### config.mk
export PLATFORM = sky130hd
export DESIGN_NAME = aluCore
export DESIGN_NICKNAME = d
export VERILOG_FILES = /design/src/rtl/aluPkg.sv /design/src/rtl/addSubUnit.sv /design/src/rtl/adderSlice.sv /design/src/rtl/aluCore.sv /design/src/rtl/aluDatapath.sv /design/src/rtl/aluHandshake.sv
export VERILOG_INCLUDE_DIRS = /design/src /design/src/include
export SDC_FILE = /design/constraint.sdc
export NUM_CORES = 1
export LEC_CHECK = 0
export BUFFER_PORTS_ARGS = -buffer_cell sky130_fd_sc_hd__buf_2
export CAP_MARGIN = 20
export CORE_MARGIN = 1.5
export CORE_UTILIZATION = 45
export CTS_BUF_LIST = sky130_fd_sc_hd__clkbuf_8
export DETAILED_ROUTE_END_ITERATION = 6
export PLACE_DENSITY = 0.7
export SLEW_MARGIN = 20
export SYNTH_ARGS = -nofsm -noshare
export SYNTH_HDL_FRONTEND = slang
export SYNTH_SLANG_ARGS = --single-unit
export TNS_END_PERCENT = 50
### constraint.sdc
create_clock -name clk -period 33.5 [get_ports clk]
set_clock_uncertainty 0.05 [all_clocks]
set_input_delay 5.025 -clock clk [delete_from_list [all_inputs] [get_ports clk]]
set_output_delay 5.025 -clock clk [all_outputs]
set_load 0.05 [all_outputs]
### src/include/alu_settings.svh
// ALU settings: operand width and ripple slice width for the adder
`ifndef ALU_SETTINGS_SVH
`define ALU_SETTINGS_SVH

// operand and result width
`define ALU_WIDTH 32

// bits per ripple carry slice, must divide ALU_WIDTH
`define SLICE_WIDTH 4

`endif

### src/rtl/aluPkg.sv
// ALU package: opcodes, controller states, and the request and result structs
`include "alu_settings.svh"

package aluPkg;

    // operations decoded by the datapath
    typedef enum logic [2:0]
    {
        OP_ADD  = 3'd0,
        OP_SUB  = 3'd1,
        OP_AND  = 3'd2,
        OP_OR   = 3'd3,
        OP_XOR  = 3'd4,
        OP_NAND = 3'd5,
        OP_NOR  = 3'd6,
        OP_SLT  = 3'd7   // signed set less than
    } aluOp;

    // one operation as seen by the datapath
    typedef struct packed
    {
        aluOp                  op;
        logic [`ALU_WIDTH-1:0] a;
        logic [`ALU_WIDTH-1:0] b;
    } aluRequest;

    // value plus flags
    typedef struct packed
    {
        logic [`ALU_WIDTH-1:0] value;
        logic                  carryout;  // adder carry, 1 means no borrow on subtract
        logic                  overflow;  // signed overflow
        logic                  zero;      // value is all zeros
    } aluResult;

    // four-phase controller states
    typedef enum logic [1:0]
    {
        IDLE    = 2'd0,  // waiting for req
        EXEC    = 2'd1,  // request latched, datapath settling
        ACK     = 2'd2,  // result held, ack driven
        RELEASE = 2'd3   // req seen low, one cycle gap
    } ctrlState;

endpackage

### src/rtl/addSubUnit.sv
// Add/subtract unit: chained ripple slices with carry out and signed overflow
`timescale 1ns/1ps
`include "alu_settings.svh"

module addSubUnit
(
    input  logic                  clk,
    input  logic [`ALU_WIDTH-1:0] a,
    input  logic [`ALU_WIDTH-1:0] b,
    input  logic                  subtract,
    output logic [`ALU_WIDTH-1:0] sum,
    output logic                  carryout,
    output logic                  overflow
);

    localparam int numSlices = `ALU_WIDTH / `SLICE_WIDTH;

    logic [`ALU_WIDTH-1:0] operandB;  // b, or its inverse when subtracting
    logic [numSlices:0]    carry;     // carry between slices
    logic [numSlices-1:0]  sliceTop;  // carry into each slice's top bit

    generate
        if (`ALU_WIDTH % `SLICE_WIDTH != 0)
        begin : gBadSliceWidth
            $error("slice width must divide the ALU width");
        end
    endgenerate

    // two's complement subtract: invert b and carry in a one
    assign operandB = b ^ {`ALU_WIDTH{subtract}};
    assign carry[0] = subtract;

    genvar s;
    generate
        for (s = 0; s < numSlices; s++)
        begin : gSlice
            adderSlice u_slice
            (
                .a        (a[s*`SLICE_WIDTH +: `SLICE_WIDTH]),
                .b        (operandB[s*`SLICE_WIDTH +: `SLICE_WIDTH]),
                .carryin  (carry[s]),
                .sum      (sum[s*`SLICE_WIDTH +: `SLICE_WIDTH]),
                .carryout (carry[s+1]),
                .carryTop (sliceTop[s])
            );
        end
    endgenerate

    assign carryout = carry[numSlices];
    assign overflow = sliceTop[numSlices-1] ^ carry[numSlices];  // carry in vs out of msb

    // ripple chain must agree with wide arithmetic
    aSumMatch: assert property (@(posedge clk)
        !$isunknown({a, b, subtract}) |->
            ({carryout, sum} == ({1'b0, a} + {1'b0, operandB}
                                 + {{`ALU_WIDTH{1'b0}}, subtract})))
        else $error("adder chain disagrees with wide sum");

    // overflow only when like-signed operands give a differently signed sum
    aOverflowSign: assert property (@(posedge clk)
        !$isunknown({a, b, subtract}) |->
            (overflow == ((a[`ALU_WIDTH-1] == operandB[`ALU_WIDTH-1])
                          && (sum[`ALU_WIDTH-1] != a[`ALU_WIDTH-1]))))
        else $error("overflow flag disagrees with operand signs");

endmodule

### src/rtl/adderSlice.sv
// Adder slice: ripple carry chain of one-bit full adders
`timescale 1ns/1ps
`include "alu_settings.svh"

module adderSlice
(
    input  logic [`SLICE_WIDTH-1:0] a,
    input  logic [`SLICE_WIDTH-1:0] b,
    input  logic                    carryin,
    output logic [`SLICE_WIDTH-1:0] sum,
    output logic                    carryout,
    output logic                    carryTop
);

    // carry[i] is the carry into bit i
    logic [`SLICE_WIDTH:0] carry;

    assign carry[0] = carryin;

    genvar i;
    generate
        for (i = 0; i < `SLICE_WIDTH; i++)
        begin : gFullAdder
            // sum is high for one or three high inputs
            assign sum[i] = a[i] ^ b[i] ^ carry[i];

            // majority of the three inputs
            assign carry[i+1] = (a[i] & b[i])
                              | (a[i] & carry[i])
                              | (b[i] & carry[i]);
        end
    endgenerate

    assign carryout = carry[`SLICE_WIDTH];
    assign carryTop = carry[`SLICE_WIDTH-1];  // needed for overflow in the top slice

endmodule

### src/rtl/aluCore.sv
// ALU core: handshake controller driving the combinational datapath
`timescale 1ns/1ps

module aluCore
(
    input  logic              clk,
    input  logic              reset,
    input  logic              req,
    output logic              ack,
    input  aluPkg::aluRequest request,
    output aluPkg::aluResult  result
);

    aluPkg::aluRequest issued;    // registered request into the datapath
    aluPkg::aluResult  computed;  // combinational datapath output

    aluHandshake u_handshake
    (
        .clk      (clk),
        .reset    (reset),
        .req      (req),
        .ack      (ack),
        .request  (request),
        .issued   (issued),
        .computed (computed),
        .result   (result)
    );

    aluDatapath u_datapath
    (
        .clk     (clk),
        .request (issued),
        .result  (computed)
    );

endmodule

### src/rtl/aluDatapath.sv
// ALU datapath: adder beside bitwise logic, with result and flag selection
`timescale 1ns/1ps
`include "alu_settings.svh"

module aluDatapath
(
    input  logic              clk,
    input  aluPkg::aluRequest request,
    output aluPkg::aluResult  result
);

    logic                  subtract;
    logic [`ALU_WIDTH-1:0] sum;
    logic                  adderCarry;
    logic                  adderOverflow;
    logic                  lessThan;
    logic [`ALU_WIDTH-1:0] value;
    logic                  carryout;
    logic                  overflow;

    // slt is a subtraction as far as the adder is concerned
    assign subtract = (request.op == aluPkg::OP_SUB)
                   || (request.op == aluPkg::OP_SLT);

    addSubUnit u_addSub
    (
        .clk      (clk),
        .a        (request.a),
        .b        (request.b),
        .subtract (subtract),
        .sum      (sum),
        .carryout (adderCarry),
        .overflow (adderOverflow)
    );

    // sign of a - b, corrected when the subtraction overflowed
    assign lessThan = sum[`ALU_WIDTH-1] ^ adderOverflow;

    always_comb
    begin
        value    = '0;
        carryout = 1'b0;   // logic ops leave both flags low
        overflow = 1'b0;
        case (request.op)
            aluPkg::OP_ADD,
            aluPkg::OP_SUB:
            begin
                value    = sum;
                carryout = adderCarry;
                overflow = adderOverflow;
            end
            aluPkg::OP_SLT:
            begin
                value    = {{(`ALU_WIDTH-1){1'b0}}, lessThan};
                carryout = adderCarry;      // flags of the subtraction
                overflow = adderOverflow;
            end
            aluPkg::OP_AND:  value = request.a & request.b;
            aluPkg::OP_OR:   value = request.a | request.b;
            aluPkg::OP_XOR:  value = request.a ^ request.b;
            aluPkg::OP_NAND: value = ~(request.a & request.b);
            aluPkg::OP_NOR:  value = ~(request.a | request.b);
            default:         value = '0;
        endcase
    end

    // zero flag covers every opcode
    assign result = '{
        value:    value,
        carryout: carryout,
        overflow: overflow,
        zero:     (value == '0)
    };

endmodule

### src/rtl/aluHandshake.sv
// ALU handshake controller: four-phase req/ack with latched request and held result
`timescale 1ns/1ps

module aluHandshake
(
    input  logic              clk,
    input  logic              reset,
    input  logic              req,
    output logic              ack,
    input  aluPkg::aluRequest request,
    output aluPkg::aluRequest issued,
    input  aluPkg::aluResult  computed,
    output aluPkg::aluResult  result
);

    aluPkg::ctrlState state;
    aluPkg::ctrlState nextState;

    always_comb
    begin
        nextState = state;
        case (state)
            aluPkg::IDLE:
            begin
                if (req)
                    nextState = aluPkg::EXEC;
            end
            aluPkg::EXEC:    nextState = aluPkg::ACK;      // datapath has settled
            aluPkg::ACK:
            begin
                if (!req)
                    nextState = aluPkg::RELEASE;         // requester is done
            end
            aluPkg::RELEASE: nextState = aluPkg::IDLE;
            default:         nextState = aluPkg::IDLE;
        endcase
    end

    always_ff @(posedge clk)
    begin
        if (reset)
            state <= aluPkg::IDLE;
        else
            state <= nextState;
    end

    // ack follows the ACK state one edge later, and drops on the edge that sees req low
    always_ff @(posedge clk)
    begin
        if (reset)
            ack <= 1'b0;
        else
            ack <= (state == aluPkg::ACK) && req;
    end

    // operands are captured once per handshake
    always_ff @(posedge clk)
    begin
        if (state == aluPkg::IDLE && req)
            issued <= request;
    end

    always_ff @(posedge clk)
    begin
        if (reset)
            result <= '0;
        else if (state == aluPkg::EXEC)
            result <= computed;   // held until the next request
    end

    // ack only rises for a req sampled in IDLE three edges back and still high
    aAckNeedsReq: assert property (@(posedge clk) disable iff (reset)
        $rose(ack) |-> ($past(req) && $past(state == aluPkg::IDLE && req, 3)))
        else $error("ack rose without req");

    aResultHeld: assert property (@(posedge clk) disable iff (reset)
        (ack && $past(ack)) |-> $stable(result))
        else $error("result changed while ack was high");

    // back-pressure keeps the controller parked in ACK
    aHoldAck: assert property (@(posedge clk) disable iff (reset)
        (ack && req) |=> (ack && state == aluPkg::ACK))
        else $error("controller left ACK while req was high");

endmodule

==> reports/metrics.csv <==
metric,value,unit
status,"complete, no violations",
synth_area,6910,um^2
ys_ff_latch,105,
io_pins,106,
final_cell_mix,"buf_2 (105), inv_1 (75), ha_1 (68)",
final_cell_count_no_fill,931,
clkSinkCount,105,
crit_required,33.77,ns
cts_buffers,9,
start_kind,flip-flop,
drv_cap,0,
fin_crit,16.72,ns
synth_top_cell_by_area,edfxtp_1,
finalSetupViolations,0,
die_x,127,um
ys_top_cells_by_area,"edfxtp_1 (29%), ha_1 (12%), dfxtp_1 (11%)",
coreArea,15100,um^2
finalMaxSlewViolations,0,
worst_slew_pin_slew,1.04,ns
arrival,16.99,ns
slowest_stage,fa_1,
ys_async_sr_fraction,0,
hold_class,flip-flop to flip-flop,
cts_tree,done,
postSynthCellCount,655,
fin_crit_sh,0.499,
finalWeightedCongestion,0.966,
cts_root_buffer,clkbuf_8,
yosys_warnings,0,
synthFlopType,edfxtp_1,
dp_hpwl,12800,um
clock_latency,0.40,ns
mostFrequentLayoutCell,buf_2,
num_antenna_cells,0,
ctsLongestPathBuffers,2,
drc,0,
grt_remaining_overflow,0,
layout-drive-gt1-share,0.187,
start_util,0.458,
drt_iter0_markers,409,
numPortBuffers,105,
synth_cell_type_count,47,
wl_per_cell,18.7,um
yosysSeqAreaShare,0.401,
synth-edff-count,67,
vias,5336,
ant_nets,0,
die_area,16100,um^2
antenna_found_initial,0,
slowest_delay,0.49,ns
vias_per_cell,5.73,
synth_top_area_frac,0.291,
clk_pin_slew,0.10,ns
grt_start_max_net_pins,47,
critPathMaxFanout,46,
htree_levels,3,
tns,0,ns
rows,45,
grt_setup_unrepaired,false,
worstSetupPathType,flip-flop to flip-flop,
ir_drop,0.0000290,V
power_density,79.6,nW/um^2
hold_viol_final,0,
firstDrtPassIters,5,
synthesis.nets,825,
cts-hold-fix-buffers,0,
relSlewSlack,0.303,
post_cts_buffers,0,
fmax,59.8,MHz
grt_pass1_wl,27800,um
avgSynthCellArea,10.5,um^2
p_leak,3.39,nW
grt_pass1_vias,5370,
dp.cells,915,
cts_resized,0,
crit_path_end_kind,flip-flop,
gr-usage-all-layers,0.223,
cpMostUsedCell,fa_1,
fp.dieH,127,um
wirelength,17400,um
fin_nets,908,
area_growth,12.1,%
-- area by class of cell --
| cell class | count | area (um^2) |
|---|---|---|
| Fill cell | 1382 | 7340 |
| Multi-Input combinational cell | 433 | 3660 |
| Sequential cell | 105 | 2770 |
| Timing Repair Buffer | 114 | 593 |
| Inverter | 75 | 282 |
| Tap cell | 188 | 235 |
| Clock buffer | 10 | 138 |
| Clock inverter | 6 | 65.1 |
-- report_power, final --
group / total, mW / internal, mW / switching (mW)
sequential: 0.190 / 0.174 / 0.0166
combinational: 0.345 / 0.122 / 0.223
clock: 0.0813 / 0.0367 / 0.0446
total: 0.616 / 0.333 / 0.284
-- cells in the mapped netlist, types with 2 or more instances --
library cell,n
o211ai_1,8
nor4_1,2
a21o_1,9
a211oi_1,2
buf_1,3
ha_1,68
a222oi_1,3
edfxtp_1,67
and2_1,2
buf_2,20
a221oi_1,13
xnor2_1,32
nand3_1,13
buf_6,2
fa_1,32
mux2i_1,14
nand4_1,3
nand2_1,32
o221a_2,2
a22o_1,13
clkbuf_1,16
o22ai_1,35
a22oi_1,15
nor2_1,38
and3b_1,3
a221o_1,4
o221ai_1,2
nor2b_1,5
nor3_1,7
or3_1,3
o22a_1,8
a21oi_1,44
inv_1,75
dfxtp_1,38
o21ai_0,10
-- per-layer routing --
| metal | GRT usage | wire [um] | vias up |
|---|---|---|---|
| met5 | 0 | 0 | - |
| met4 | 0.0809 | 430 | 0 |
| met3 | 0.0464 | 983 | 33 |
| met2 | 0.366 | 8350 | 200 |
| met1 | 0.292 | 7660 | 2600 |
| li1 | - | - | 2503 |
-- final timing paths --
kind,start,to,slack [ns],depth (start not counted)
setup / recovery,u_handshake.issued[66]$_DFFE_PP_,u_handshake.result[0]$_SDFFE_PP0N_,16.78,47
hold / removal,u_handshake.result[7]$_SDFFE_PP0N_,u_handshake.result[7]$_SDFFE_PP0N_,0.42,2
setup reg to reg,u_handshake.issued[66]$_DFFE_PP_,u_handshake.result[0]$_SDFFE_PP0N_,16.78,47
hold reg to reg,u_handshake.result[7]$_SDFFE_PP0N_,u_handshake.result[7]$_SDFFE_PP0N_,0.42,2
-- registers in the layout (all words and copies together) (netlist names) --
register            cells
u_handshake.issued     67
u_handshake.result     35
u_handshake.state       2
u_handshake.ack         1
-- cells by family (layout without fill, tap and decap cells) --
group | Yosys count | after routing | share of synthesized area
AOI/OAI and AO/OA | 174 | 174 | 0.176
xor gates and xnor gates | 32 | 32 | 0.0406
adders and majority gates | 100 | 100 | 0.216
buffers and inverters | 117 | 205 | 0.0699
DFF | 105 | 105 | 0.401
muxes | 14 | 14 | 0.0203
and+or+nand+nor | 113 | 113 | 0.0761
-- worst max-delay path: cells and delay by family, from the launching register on --
| family | cells | cell delay, ns |
|---|---|---|
| DFF | 1 | 0.33 |
| AOI/OAI and AO/OA | 4 | 0.83 |
| adders and majority gates | 31 | 13.08 |
| buffers and inverters | 5 | 1.03 |
| and+or+nand+nor | 6 | 1.19 |
| muxes | 1 | 0.07 |
-- stage by stage --
step	utilization	power, mW	worst slack (ns)	instance area (um^2)	hold slack (ns)
5_1_grt	0.513	0.659	16.14	7740	0.430
4_1_cts	0.513	0.616	16.80	7740	0.418
2_1_floorplan	-	0.445	17.90	6910	0.437
3_5_place_dp	0.500	0.533	16.86	7540	0.405
3_3_place_gp	0.500	0.525	17.22	7540	0.401
6_report	0.513	0.616	16.78	7740	0.419
(Power assumes the default switching activity.)
